**src/source/mbus_ice_pkg.sv**
```systemverilog
package mbus_ice_pkg;

	// One MBus address or data word
	typedef logic [31:0] mbus_word_t;

	// One byte on the host frame bus
	typedef logic [7:0] host_byte_t;

	// Board-wide time-tag count
	typedef logic [7:0] time_tag_t;

	// MBus clock divider value
	typedef logic [21:0] clk_div_t;

	// Word as delivered by the layer controller
	typedef struct packed {
		mbus_word_t addr;
		mbus_word_t data;
		logic req;
		logic pend;
		logic fail;
		logic broadcast;
		logic [1:0] ctrl;
	} mbus_rx_word_s;

	// Accumulated status, low nibble of the closing byte
	typedef struct packed {
		logic fail;
		logic broadcast;
		logic [1:0] ctrl;
	} rx_status_s;

	// Host frame bus, level plus per-byte strobe
	typedef struct packed {
		logic valid;
		logic latch;
		host_byte_t data;
	} host_frame_s;

	typedef enum logic [2:0] {
		IDLE,
		HDR_FLAG,
		HDR_TAG,
		RX_LOAD,
		RX_SHIFT,
		RX_CHECK,
		RX_END,
		FAIL_ACK
	} rx_state_e;

endpackage

```
**src/source/mbus_clk_divider.sv**
```systemverilog
`timescale 1ns/1ps

module mbus_clk_divider import mbus_ice_pkg::*; #(
	parameter int CLK_DIV_WIDTH = 22
) (
	input logic clk,
	input logic reset,
	input clk_div_t clk_div,
	output logic mbus_clk
);

	logic [CLK_DIV_WIDTH-1:0] div_cnt;
	logic div_hit;

	// Only the low bits take part when the counter is narrower
	assign div_hit = (div_cnt == clk_div[CLK_DIV_WIDTH-1:0]);

	// Half period is clk_div + 1 system cycles
	always_ff @(posedge clk) begin
		if (reset) begin
			div_cnt <= '0;
			mbus_clk <= 1'b0;
		end else if (div_hit) begin
			div_cnt <= '0;
			mbus_clk <= ~mbus_clk;
		end else begin
			div_cnt <= div_cnt + 1'b1;
		end
	end

endmodule

```
**src/source/rx_sequencer.sv**
```systemverilog
`timescale 1ns/1ps

module rx_sequencer import mbus_ice_pkg::*; (
	input logic clk,
	input logic reset,
	input logic rx_req,
	input logic rx_fail,
	input logic word_pend,
	input logic bytes_left_zero,
	output logic load_word,
	output logic shift_byte,
	output logic clear_status,
	output logic sel_flag,
	output logic sel_tag,
	output logic sel_status,
	output logic frame_valid,
	output logic rx_ack,
	output logic incr_ctr
);

	rx_state_e state;
	rx_state_e state_next;
	logic [1:0] req_sync_q;
	logic [2:0] fail_sync_q;
	logic [1:0] state_ctr;
	logic ack_next;
	logic req_seen;
	logic fail_rise;

	// Strobes come from the slower MBus domain
	assign req_seen = req_sync_q[1];

	// Edge only, a held fail must not retrigger from IDLE
	assign fail_rise = fail_sync_q[1] & ~fail_sync_q[2];

	always_ff @(posedge clk) begin
		if (reset) begin
			req_sync_q <= '0;
			fail_sync_q <= '0;
			state <= IDLE;
			rx_ack <= 1'b0;
			state_ctr <= '0;
		end else begin
			req_sync_q <= {req_sync_q[0], rx_req};
			fail_sync_q <= {fail_sync_q[1:0], rx_fail};
			state <= state_next;
			rx_ack <= ack_next;
			// Cycles spent in the current state
			if (state_next != state) begin
				state_ctr <= '0;
			end else begin
				state_ctr <= state_ctr + 2'd1;
			end
		end
	end

	always_comb begin
		state_next = state;
		load_word = 1'b0;
		shift_byte = 1'b0;
		clear_status = 1'b0;
		sel_flag = 1'b0;
		sel_tag = 1'b0;
		sel_status = 1'b0;
		frame_valid = 1'b0;
		ack_next = 1'b0;
		incr_ctr = 1'b0;
		case (state)
			IDLE: begin
				clear_status = 1'b1;
				if (req_seen) begin
					state_next = HDR_FLAG;
				end else if (fail_rise) begin
					state_next = FAIL_ACK;
				end
			end
			HDR_FLAG: begin
				frame_valid = 1'b1;
				sel_flag = 1'b1;
				state_next = HDR_TAG;
			end
			HDR_TAG: begin
				// Tag shown for two cycles, counter bumped on the second
				frame_valid = 1'b1;
				sel_tag = 1'b1;
				if (state_ctr == 2'd1) begin
					incr_ctr = 1'b1;
					state_next = RX_LOAD;
				end
			end
			RX_LOAD: begin
				frame_valid = 1'b1;
				load_word = 1'b1;
				ack_next = 1'b1;
				state_next = RX_SHIFT;
			end
			RX_SHIFT: begin
				frame_valid = 1'b1;
				shift_byte = 1'b1;
				if (bytes_left_zero) begin
					state_next = RX_CHECK;
				end
			end
			RX_CHECK: begin
				// Waits here as long as the controller needs
				frame_valid = 1'b1;
				if (!word_pend) begin
					state_next = RX_END;
				end else if (req_seen) begin
					state_next = RX_LOAD;
				end
			end
			RX_END: begin
				frame_valid = 1'b1;
				sel_status = 1'b1;
				state_next = IDLE;
			end
			FAIL_ACK: begin
				ack_next = 1'b1;
				if (state_ctr == 2'd2) begin
					state_next = IDLE;
				end
			end
			default: begin
				state_next = IDLE;
			end
		endcase
	end

endmodule

```
**src/source/rx_word_shifter.sv**
```systemverilog
`timescale 1ns/1ps

module rx_word_shifter import mbus_ice_pkg::*; #(
	parameter host_byte_t FRAME_FLAG = 8'h62
) (
	input logic clk,
	input logic reset,
	input mbus_rx_word_s word,
	input time_tag_t time_tag,
	input logic load_word,
	input logic shift_byte,
	input logic clear_status,
	input logic sel_flag,
	input logic sel_tag,
	input logic sel_status,
	input logic frame_valid,
	output logic word_pend,
	output logic bytes_left_zero,
	output host_frame_s frame
);

	logic [63:0] byte_sr;
	// Bytes left after the one on the output
	logic [2:0] bytes_left;
	logic first_word;
	logic sel_tag_q;
	rx_status_s status;

	assign bytes_left_zero = (bytes_left == 3'd0);

	always_ff @(posedge clk) begin
		if (load_word) begin
			// Address only goes out with the first word
			byte_sr <= first_word ? {word.addr, word.data} : {word.data, 32'd0};
		end else if (shift_byte) begin
			byte_sr <= {byte_sr[55:0], 8'h00};
		end
	end

	always_ff @(posedge clk) begin
		if (reset) begin
			bytes_left <= '0;
			first_word <= 1'b1;
			sel_tag_q <= 1'b0;
			word_pend <= 1'b0;
			status <= '0;
		end else begin
			sel_tag_q <= sel_tag;
			if (clear_status) begin
				first_word <= 1'b1;
				status <= '0;
			end else if (load_word) begin
				first_word <= 1'b0;
				word_pend <= word.pend;
				bytes_left <= first_word ? 3'd7 : 3'd3;
				status <= status | {word.fail, word.broadcast, word.ctrl};
			end else if (shift_byte) begin
				bytes_left <= bytes_left - 3'd1;
			end
		end
	end

	always_comb begin
		frame.valid = frame_valid;
		// Tag is latched once, on its first cycle
		frame.latch = sel_flag | (sel_tag & ~sel_tag_q) | shift_byte | sel_status;
		if (sel_flag) begin
			frame.data = FRAME_FLAG;
		end else if (sel_tag) begin
			frame.data = time_tag;
		end else if (sel_status) begin
			frame.data = {4'b0000, status};
		end else begin
			frame.data = byte_sr[63:56];
		end
	end

endmodule

```
**src/source/mbus_rx_bridge.sv**
```systemverilog
`timescale 1ns/1ps

module mbus_rx_bridge import mbus_ice_pkg::*; #(
	parameter host_byte_t FRAME_FLAG = 8'h62,
	parameter int CLK_DIV_WIDTH = 22
) (
	input logic clk,
	input logic reset,
	input clk_div_t clk_div,
	output logic mbus_clk,
	input mbus_rx_word_s rx_word,
	output logic rx_ack,
	input time_tag_t global_counter,
	output logic incr_ctr,
	output host_frame_s frame
);

	logic load_word;
	logic shift_byte;
	logic clear_status;
	logic sel_flag;
	logic sel_tag;
	logic sel_status;
	logic frame_valid;
	logic word_pend;
	logic bytes_left_zero;

	mbus_clk_divider #(
		.CLK_DIV_WIDTH(CLK_DIV_WIDTH)
	) mbus_clk_divider_i (
		.clk(clk),
		.reset(reset),
		.clk_div(clk_div),
		.mbus_clk(mbus_clk)
	);

	rx_sequencer rx_sequencer_i (
		.clk(clk),
		.reset(reset),
		.rx_req(rx_word.req),
		.rx_fail(rx_word.fail),
		.word_pend(word_pend),
		.bytes_left_zero(bytes_left_zero),
		.load_word(load_word),
		.shift_byte(shift_byte),
		.clear_status(clear_status),
		.sel_flag(sel_flag),
		.sel_tag(sel_tag),
		.sel_status(sel_status),
		.frame_valid(frame_valid),
		.rx_ack(rx_ack),
		.incr_ctr(incr_ctr)
	);

	// Payload side sees the raw word, held stable until rx_ack
	rx_word_shifter #(
		.FRAME_FLAG(FRAME_FLAG)
	) rx_word_shifter_i (
		.clk(clk),
		.reset(reset),
		.word(rx_word),
		.time_tag(global_counter),
		.load_word(load_word),
		.shift_byte(shift_byte),
		.clear_status(clear_status),
		.sel_flag(sel_flag),
		.sel_tag(sel_tag),
		.sel_status(sel_status),
		.frame_valid(frame_valid),
		.word_pend(word_pend),
		.bytes_left_zero(bytes_left_zero),
		.frame(frame)
	);

endmodule

```
**config.mk**
```make
export PLATFORM = sky130hd
export DESIGN_NAME = mbus_rx_bridge
export DESIGN_NICKNAME = d
export VERILOG_FILES = /design/src/source/mbus_ice_pkg.sv /design/src/source/mbus_clk_divider.sv /design/src/source/rx_sequencer.sv /design/src/source/rx_word_shifter.sv /design/src/source/mbus_rx_bridge.sv
export SDC_FILE = /design/constraint.sdc
export NUM_CORES = 1
export LEC_CHECK = 0
export BUFFER_PORTS_ARGS = -buffer_cell sky130_fd_sc_hd__buf_2
export CORE_ASPECT_RATIO = 0.9
export CORE_MARGIN = 3
export CORE_UTILIZATION = 50
export CTS_CLUSTER_DIAMETER = 80
export CTS_CLUSTER_SIZE = 24
export DETAILED_ROUTE_END_ITERATION = 6
export PLACE_DENSITY = 0.74
export SLEW_MARGIN = 25
export SYNTH_ARGS = -nofsm -noshare
export SYNTH_HDL_FRONTEND = slang
export SYNTH_HIERARCHICAL = 1
export SYNTH_SLANG_ARGS = --single-unit
```
**constraint.sdc**
```tcl
create_clock -name clk -period 8.8 [get_ports clk]
set_input_delay 1.32 -clock clk [delete_from_list [all_inputs] [get_ports clk]]
set_output_delay 1.32 -clock clk [all_outputs]
set_load 0.01 [all_outputs]
```
==> results.yml, run 1 <==
die:
  dieArea_sq_um: 12300
  start_util_pct: 52.5
  rows: 35
  pin_count: 115
  die_width_um: 117
  core-area_sq_um: 10500
  dieHeight_um: 106
setup_path:
  timing.rr.start: "rx_sequencer_i/state[2]$_SDFF_PP0_"
  arrival_ns: 2.49
  startpoint: "rx_sequencer_i/state[1]$_SDFF_PP0_"
  timing.rr.end: "rx_word_shifter_i/bytes_left[2]$_SDFFE_PP0P_"
  crit_end: "frame[1]"
  crit_path_max_incr_delay_ns: 0.73
  path_cells: "inv_1 -> nor3_2 -> inv_1 -> nor3_1 -> a21oi_1 -> buf_2"
  critPathLaunchType: "register"
  critPathSlowestCell: "dfxtp_1"
  path_common_cell: "inv_1"
  reg2reg_slack_ns: 5.54
  worstPathRequired_ns: 7.48
  worstRegToRegCells: 5
  crit_path_end_kind: "primary output"
  crit_family: "simple AND/OR/NAND/NOR gates"
  crit_type: "reg -> out"
  critical_path_buf_inv_count: 3
  crit_path_max_fanout: 16
  worst-path-stages: 6
cts:
  clk_pin_slew_ns: 0.06
  cts_tree: "done"
  root_buffer: "clkbuf_16"
  postCtsHoldBufs: 0
  clkLatencyLatePin_ns: 0.34
  clockBufferDepth: 2
  post_cts_resize_count: 0
  cts_made_buffers: 9
  htree_num_levels: 3
  post_cts_buffers: 0
  cts.sinks: 108
pwr:
  leakage_nw: 2.74
  ir_drop_mv: 0.125
  p_per_area_nw_per_um2: 242
drt:
  route.vias.total: 4093
  wl_per_cell_um: 14.7
  drtIter0Drc: 277
  dr.pass1.iters: 4
  wirelength_um: 11400
  drc: 0
  detail-route-antenna-nets: 0
  via_per_inst: 5.25
grt:
  grt_overflow: 0
  grt_pass1_vias: 3823
  grt_pass1_wl_um: 18200
  grtUsageTotal_pct: 18.5
  antenna_found_initial: 1
  grt_max_degree: 108
yosys:
  synth-edff-count: 64
  syn-num-nets: 658
  synth_flop_cell: "edfxtp_1"
  async_flop_share_pct: 0
  ys_ff_latch: 108
  syn_area_sq_um: 5510
  synth_top_area_cell: "edfxtp_1"
  ys_top_cells_by_area: "edfxtp_1 (35%), dfxtp_1 (16%), mux2i_1 (6.7%)"
  seq_area_frac_synth_pct: 50.8
  synth_top_area_share_pct: 34.9
  postSynthAreaPerCell_sq_um: 10.0
  syn_inst: 551
  ys_types: 50
  yosysWarnings: 6
timing:
  maxSlewHeadroom_pct: 42.4
  rsz0062_at_grt: "false"
  finalCriticalPeriod_ns: 3.81
  worst_slew_pin_slew_ns: 0.863
  period_share_pct: 43.2
  finClkSkew_ns: 0.00430
  finalSetupTns_ns: 0
  drv_slew: 0
  finalSetupViolations: 0
  hold_viol: 0
  clock.fmax_ghz: 0.263
  setup_slack_ns: 4.99
run:
  cap_violations: 0
placed_design:
  io_buffers: 114
  dp_slack_ns: 5.15
  hpwl_um: 7980
  place_congestion: 0.800
hold_path:
  hold_path.class: "reg -> reg"
final_layout:
  area_delta_synth_final_pct: 15.0
  layout-drive-gt1-share_pct: 24.7
  fin_nets: 751
outcome:
  status: "completed"
## routing by layer
| metal | global-route usage (%) | wire [um] | vias up |
|---|---|---|---|
| met5 | 0 | 12 | - |
| met3 | 4.13 | 502 | 18 |
| li1 | - | - | 2087 |
| met2 | 28.4 | 5300 | 100 |
| met1 | 26.2 | 5450 | 1886 |
| met4 | 5.73 | 180 | 2 |
## cell families (layout without fill, tap and decap cells)
kind of cell             Yosys count  in the layout  synth area share [%]
AO/OA/AOI/OAI                     95             95                  10.6
buffers and inverters             74            172                  7.33
XOR/XNOR                          43             43                  6.83
adder cells (fa/ha/maj)            5              5                  1.13
multiplexers                      40             40                  7.33
other                              0              1                     0
flip-flops                       108            108                  50.8
AND/OR/NAND/NOR                  186            186                  15.9
## registers in the layout, summed over array words and instances, names as in the netlist
register	flops
rx_word_shifter_i/first_word	1
rx_sequencer_i/rx_ack	1
rx_sequencer_i/req_sync_q	2
rx_sequencer_i/state_ctr	2
rx_sequencer_i/state	3
rx_word_shifter_i/bytes_left	3
rx_word_shifter_i/byte_sr	64
rx_word_shifter_i/status	4
rx_sequencer_i/fail_sync_q	3
mbus_clk_divider_i/mbus_clk	1
rx_word_shifter_i/sel_tag_q	1
rx_word_shifter_i/word_pend	1
mbus_clk_divider_i/div_cnt	22
## placed cells by master (no fill, tap or decap), drive strengths merged, types with 3 or more instances in the layout
cell type,instances
and3,12
edfxtp,64
nand2b,3
nand3,9
o21ai,29
buf,118
mux2i,37
inv,38
nand4,8
dfxtp,44
ha,5
xor2,21
clkbuf,14
nor4,6
xnor2,22
mux2,3
nor3,16
a21oi,51
nand2,41
nor2,73
nor2b,8
## worst register-to-register path, cell delays in order (launching register included)
cell and delay, ns:
dfxtp_1 0.84, nor3b_1 0.79, or2_2 0.57, buf_4 0.59, a21oi_1 0.19, a211oi_2 0.20
## cell usage after synthesis (3+ instances only)
cell,n
nor2b_1,8
buf_4,10
xor2_1,21
clkbuf_1,5
nor2_1,73
dfxtp_1,44
a21oi_1,51
inv_1,38
o21ai_0,8
xnor2_1,22
nand2b_1,3
nand4_1,8
ha_1,5
nand3_1,9
buf_6,10
edfxtp_1,64
and3_1,12
mux2i_1,37
buf_2,10
nor4_1,5
o21ai_2,11
nor3_1,16
o21ai_1,10
mux2_2,3
nand2_1,40
## final cells by class
cell class                      instances  area, sq um
Clock buffer                           14          264
Sequential cell                       108         2800
Tap cell                              129          161
Clock inverter                          2         35.0
Timing Repair Buffer                  118          604
Inverter                               38          143
Fill cell                             929         4170
Multi-Input combinational cell        369         2330
Antenna cell                            1         2.50
## per-stage QoR
step,hold slack [ns],total power [mW],util [%],area [sq um],std cells
after floorplan,0.414,1.04,-,5510,551
after global placement,0.422,1.11,57.3,6020,762
after detailed placement,0.428,1.13,57.3,6020,762
after CTS,0.444,1.54,60.2,6320,778
after global routing,0.456,1.63,60.3,6340,778
final,0.442,1.53,60.4,6340,779
## power by group
part	total, mW	internal [mW]	switching (mW)
combinational	0.418	0.165	0.253
sequential	0.712	0.660	0.0526
clock	0.404	0.236	0.168
## how the worst min path moves through the flow
stage / to / startpoint / cells after the start / slack [ns]
finish: rx_sequencer_i/req_sync_q[1]$_SDFF_PP0_ / rx_sequencer_i/req_sync_q[0]$_SDFF_PP0_ / 1 / 0.44
global route: rx_sequencer_i/req_sync_q[1]$_SDFF_PP0_ / rx_sequencer_i/req_sync_q[0]$_SDFF_PP0_ / 1 / 0.46
CTS: rx_sequencer_i/req_sync_q[1]$_SDFF_PP0_ / rx_sequencer_i/req_sync_q[0]$_SDFF_PP0_ / 1 / 0.44
detailed placement: rx_sequencer_i/req_sync_q[1]$_SDFF_PP0_ / rx_sequencer_i/req_sync_q[0]$_SDFF_PP0_ / 1 / 0.43
global placement: rx_sequencer_i/fail_sync_q[1]$_SDFF_PP0_ / rx_sequencer_i/fail_sync_q[0]$_SDFF_PP0_ / 1 / 0.42
floorplan: rx_sequencer_i/fail_sync_q[1]$_SDFF_PP0_ / rx_sequencer_i/fail_sync_q[0]$_SDFF_PP0_ / 1 / 0.41
Note: power is estimated with default switching activity, not from simulation.
==> run 2, diff against run 1 <==
==> constraint.sdc (replaced) <==
create_clock -name clk -period 3.6 [get_ports clk]
set_input_delay 0.54 -clock clk [delete_from_list [all_inputs] [get_ports clk]]
set_output_delay 0.54 -clock clk [all_outputs]
set_load 0.01 [all_outputs]
==> run 2 against run 1 <==
  * Sequential share of layout area hardly changed
  * Largest cell class unchanged
  * Sequential power is 150% higher
  * Critical path type unchanged
  * Routed wire length is 0.58% higher
  * Non-clock buffer count is 4 higher
  * First-iteration DRC count is 1.1% lower
  * Design area is 0.16% higher
  * Final cell count is 0.39% higher
  * Clock skew is 0.0023 ns higher
  * Core utilization is 0.095 points higher
==> results.yml, run 2 (synthesized netlist as in run 1, its figures left out) <==
setup_path:
  arrival_ns: 2.31
  worst-path-stages: 6
  critical_path_buf_inv_count: 1
  worstPathRequired_ns: 3.06
  crit_family: "flip-flops"
  critPathSlowestCell: "dfxtp_1"
  reg2reg_slack_ns: 1.07
  timing.rr.end: "rx_word_shifter_i/byte_sr[5]$_SDFFCE_PN0P_"
  startpoint: "rx_sequencer_i/state[2]$_SDFF_PP0_"
  timing.rr.start: "rx_sequencer_i/state[2]$_SDFF_PP0_"
  worstRegToRegCells: 4
  crit_path_end_kind: "primary output"
  critPathLaunchType: "register"
  crit_end: "frame[3]"
  path_common_cell: "nand2_1"
  path_cells: "nand2_1 -> nor2_1 -> mux2_2 -> nand2_1 -> a21oi_1 -> buf_2"
  crit_path_max_incr_delay_ns: 0.80
  crit_type: "reg -> out"
  crit_path_max_fanout: 19
pwr:
  total_power_mw: 3.75
  leakage_nw: 2.76
  p_per_area_nw_per_um2: 590
  ir_drop_mv: 0.420
timing:
  drv_slew: 0
  finClkSkew_ns: 0.00656
  setup_slack_ns: 0.753
  period_share_pct: 79.1
  maxSlewHeadroom_pct: 50.5
  finalSetupTns_ns: 0
  hold_viol: 0
  finalCriticalPeriod_ns: 2.85
  clock.fmax_ghz: 0.351
  holdWs_ns: 0.411
  finalSetupViolations: 0
  rsz0062_at_grt: "false"
  worst_slew_pin_slew_ns: 0.741
drt:
  wl_met1_um: 5440
  wl_per_cell_um: 14.7
  met3_length_um: 574
  route.vias.total: 4146
  via_per_inst: 5.30
  drc: 0
  wl_met2_um: 5320
  dr.pass1.iters: 5
  detail-route-antenna-nets: 0
  drtIter0Drc: 274
  top_layer: "met4"
  wirelength_um: 11500
die:
  rows: 35
  core-area_sq_um: 10500
  die_width_um: 117
  dieArea_sq_um: 12300
  pin_count: 115
  start_util_pct: 52.5
  dieHeight_um: 106
run:
  cap_violations: 0
cts:
  clockBufferDepth: 2
  cts_tree: "done"
  post_cts_buffers: 0
  root_buffer: "clkbuf_16"
  cts_made_buffers: 9
  clkLatencyLatePin_ns: 0.34
  htree_num_levels: 3
  cts.sinks: 108
  clk_pin_slew_ns: 0.07
  postCtsHoldBufs: 0
  post_cts_resize_count: 0
final_layout:
  reg_top3: "rx_word_shifter_i/byte_sr (64), mbus_clk_divider_i/div_cnt (22), rx_word_shifter_i/status (4)"
  largest_register: "rx_word_shifter_i/byte_sr"
  final_util_pct: 60.5
  area_delta_synth_final_pct: 15.2
  post-route-cell-area_sq_um: 6350
  largest_reg_flops: 64
  layout_common_cells: "buf_2 (114), nor2_1 (72), edfxtp_1 (64)"
  instances_no_fill: 782
  fin_nets: 755
  diodes: 0
  layout-drive-gt1-share_pct: 25.0
  final_common_cell: "buf_2"
  fillers: 870
grt:
  grt_max_degree: 65
  grt_pass1_vias: 3861
  antenna_found_initial: 0
  grt_overflow: 0
  grtUsageTotal_pct: 18.7
  grt_pass1_wl_um: 18300
hold_path:
  hold_path.class: "in -> reg"
placed_design:
  placed_area_sq_um: 6050
  place_congestion: 0.785
  dp_cells: 766
  hpwl_um: 8200
  io_buffers: 114
  dp_slack_ns: 1.10
outcome:
  status: "completed"
-- run 2: metal layers --
layer | up-vias | global-route usage (%)
met3 | 14 | 3.39
met4 | 0 | 5.73
met1 | 1927 | 27.4
met5 | - | 0
met2 | 108 | 28.1
li1 | 2097 | -
-- run 2: layout make-up --
class	count	area, sq um	share of cell area (%)
Inverter	38	143	2.24
Timing Repair Buffer	122	631	9.93
Sequential cell	108	2810	44.2
Multi-Input combinational cell	369	2320	36.5
Tap cell	129	161	2.54
Clock buffer	9	225	3.54
Clock inverter	7	67.6	1.06
-- run 2: worst min-delay path by stage --
| stage | slack, ns | start | to | cells after the start |
|---|---|---|---|---|
| after floorplan | 0.41 | rx_sequencer_i/fail_sync_q[0]$_SDFF_PP0_ | rx_sequencer_i/fail_sync_q[1]$_SDFF_PP0_ | 1 |
| after global placement | 0.43 | rx_sequencer_i/fail_sync_q[0]$_SDFF_PP0_ | rx_sequencer_i/fail_sync_q[1]$_SDFF_PP0_ | 1 |
| after detailed placement | 0.43 | rx_sequencer_i/req_sync_q[0]$_SDFF_PP0_ | rx_sequencer_i/req_sync_q[1]$_SDFF_PP0_ | 1 |
| after CTS | 0.40 | rx_word[5] | rx_sequencer_i/req_sync_q[0]$_SDFF_PP0_ | 2 |
| after global routing | 0.41 | rx_word[5] | rx_sequencer_i/req_sync_q[0]$_SDFF_PP0_ | 2 |
| final | 0.41 | rx_word[5] | rx_sequencer_i/req_sync_q[0]$_SDFF_PP0_ | 2 |
-- run 2: power breakdown --
| part | switching, mW | total (mW) | leakage (nW) | internal [mW] |
|---|---|---|---|---|
| logic | 0.602 | 1.02 | 1.67 | 0.419 |
| clock network | 0.440 | 0.976 | 0.140 | 0.536 |
| registers | 0.140 | 1.75 | 0.943 | 1.61 |
==> run 3, diff against run 2 <==
--- a/config.mk
+++ b/config.mk
@@ -12,7 +12,7 @@
 export CTS_CLUSTER_DIAMETER = 80
 export CTS_CLUSTER_SIZE = 24
 export DETAILED_ROUTE_END_ITERATION = 6
-export PLACE_DENSITY = 0.74
+export PLACE_DENSITY = 0.77
 export SLEW_MARGIN = 25
 export SYNTH_ARGS = -nofsm -noshare
 export SYNTH_HDL_FRONTEND = slang
==> constraint.sdc (replaced) <==
create_clock -name clk -period 2.6 [get_ports clk]
set_input_delay 0.39 -clock clk [delete_from_list [all_inputs] [get_ports clk]]
set_output_delay 0.39 -clock clk [all_outputs]
set_load 0.01 [all_outputs]
==> run 3 against run 2 <==
  * Power up 42%
  * Non-clock buffer count up 4
  * Worst setup slack worse by 0.51 ns
  * Clock power up 45%
  * Routed wire length up 0.66%
  * Largest power group unchanged
==> results.yml, run 3 (synthesized netlist as in run 1, its figures left out) <==
setup_path:
  critPathLaunchType: "register"
  crit_type: "reg -> out"
  critPathSlowestCell: "mux2_2"
  crit_path_max_fanout: 18
  arrival_ns: 1.96
  path_cells: "buf_4 -> nand2_1 -> nor2_2 -> mux2_2 -> nand2_1 -> a21oi_1 -> buf_2"
  path_common_cell: "nand2_1"
  worstPathRequired_ns: 2.21
  crit_path_max_incr_delay_ns: 0.38
  crit_path_end_kind: "primary output"
timing:
  worst_slew_pin_slew_ns: 0.583
  setup_slack_ns: 0.246
  finalSetupViolations: 0
  maxSlewHeadroom_pct: 60.9
  drv_slew: 0
  hold_viol: 0
  rsz0062_at_grt: "false"
  clock.fmax_ghz: 0.425
  finalSetupTns_ns: 0
  finalCriticalPeriod_ns: 2.35
  period_share_pct: 90.6
  finClkSkew_ns: 0.0111
final_layout:
  final_common_cell: "buf_2"
  area_delta_synth_final_pct: 16.8
  largest_reg_flops: 64
  fin_nets: 759
  layout-drive-gt1-share_pct: 25.9
  reg_top3: "rx_word_shifter_i/byte_sr (64), mbus_clk_divider_i/div_cnt (22), rx_word_shifter_i/status (4)"
  fillers: 880
  layout_common_cells: "buf_2 (114), nor2_1 (71), edfxtp_1 (64)"
  largest_register: "rx_word_shifter_i/byte_sr"
  diodes: 0
  post-route-cell-area_sq_um: 6440
cts:
  cts.sinks: 108
  clkLatencyLatePin_ns: 0.35
  cts_tree: "done"
  clockBufferDepth: 2
  htree_num_levels: 3
  cts_made_buffers: 9
  root_buffer: "clkbuf_16"
  clk_pin_slew_ns: 0.07
drt:
  wirelength_um: 11600
  route.vias.total: 4162
  detail-route-antenna-nets: 0
  via_per_inst: 5.30
  dr.pass1.iters: 4
  drtIter0Drc: 316
  wl_per_cell_um: 14.7
  drc: 0
outcome:
  status: "completed"
grt:
  grt_pass1_wl_um: 18600
  grtUsageTotal_pct: 18.9
  grt_pass1_vias: 4059
  top_usage_layer: "met2"
  grt_use_met2_pct: 30.4
  grt_overflow: 0
  globalRouteMet1Util_pct: 25.9
  grt_max_degree: 83
  use_met3_pct: 3.39
  antenna_found_initial: 0
pwr:
  ir_drop_mv: 0.370
  leakage_nw: 2.80
  total_power_mw: 5.32
  p_per_area_nw_per_um2: 826
placed_design:
  io_buffers: 114
  hpwl_um: 8280
  dp_slack_ns: 0.312
  placed_area_sq_um: 6120
  place_congestion: 0.812
run:
  cap_violations: 0
die:
  pin_count: 115
  die_width_um: 117
  start_util_pct: 52.5
  dieArea_sq_um: 12300
  core-area_sq_um: 10500
  dieHeight_um: 106
  rows: 35
hold_path:
  hold_path.class: "in -> reg"
==> run 3: cell types whose count changed in the layout (fill, tap and decap cells not counted), sizes merged <==
| cell | previous run | this run |
|---|---|---|
| inv | 38 | 43 |
| buf | 122 | 126 |
| clkinv | 5 | 0 |
==> run 3: critical path: cells and delay by family, from the launching register on <==
family	cells	cell delay [ns]
AOI/OAI and AO/OA	1	0.07
buffers and inverters	2	0.39
DFF	1	0.35
muxes	1	0.38
and+or+nand+nor	3	0.44
==> run 3: repair_timing <==
| action | in CTS | in global routing |
|---|---|---|
| hold buffers | 0 | 0 |
| buffers inserted | 0 | 0 |
| setup endpoints to repair | 1 | 2 |
| gates resized for setup | 1 | 1 |
| hold endpoints to repair | 0 | 0 |
==> run 3: power by group <==
part / internal, mW / switching [mW] / leakage (nW)
Sequential: 2.23 / 0.0989 / 0.942
Combinational: 0.626 / 0.940 / 1.70
Clock: 0.772 / 0.652 / 0.151
Total: 3.63 / 1.69 / 2.80
==> run 3: final cells by class <==
class	count	area, sq um	area share [%]
clock buffers	9	225	3.50
repair buffers	126	698	10.8
multi-input cells	369	2320	36.1
clock inverters	7	86.3	1.34
well taps	129	161	2.51
inverters	38	143	2.21
flip-flops and latches	108	2800	43.5
==> run 3: path summary, 6_finish.rpt <==
check,start,endpoint,slack [ns],cells past startpoint
worst max register to register,mbus_clk_divider_i/div_cnt[3]$_SDFF_PP0_,mbus_clk_divider_i/div_cnt[7]$_SDFF_PP0_,0.71,6
worst min register to register,rx_sequencer_i/fail_sync_q[0]$_SDFF_PP0_,rx_sequencer_i/fail_sync_q[1]$_SDFF_PP0_,0.44,1
worst min-delay path,rx_word[5],rx_sequencer_i/req_sync_q[0]$_SDFF_PP0_,0.27,2
worst max-delay path,rx_sequencer_i/state[2]$_SDFF_PP0_,frame[3],0.25,7
==> run 3: stage by stage <==
step / util (%) / hold WS [ns] / cells
finish: 61.3 / 0.266 / 786
global route: 61.3 / 0.284 / 786
CTS: 61.3 / 0.257 / 786
detailed placement: 58.2 / 0.423 / 770
global placement: 58.2 / 0.423 / 770
floorplan: - / 0.414 / 551
==> run 3: routing by layer <==
metal	share of wire, %	up-vias	routed length, um
met2	49	107	5690
met1	44	1939	5110
met3	4.4	20	510
met4	2.3	0	267
li1	-	2096	-
met5	0	-	0
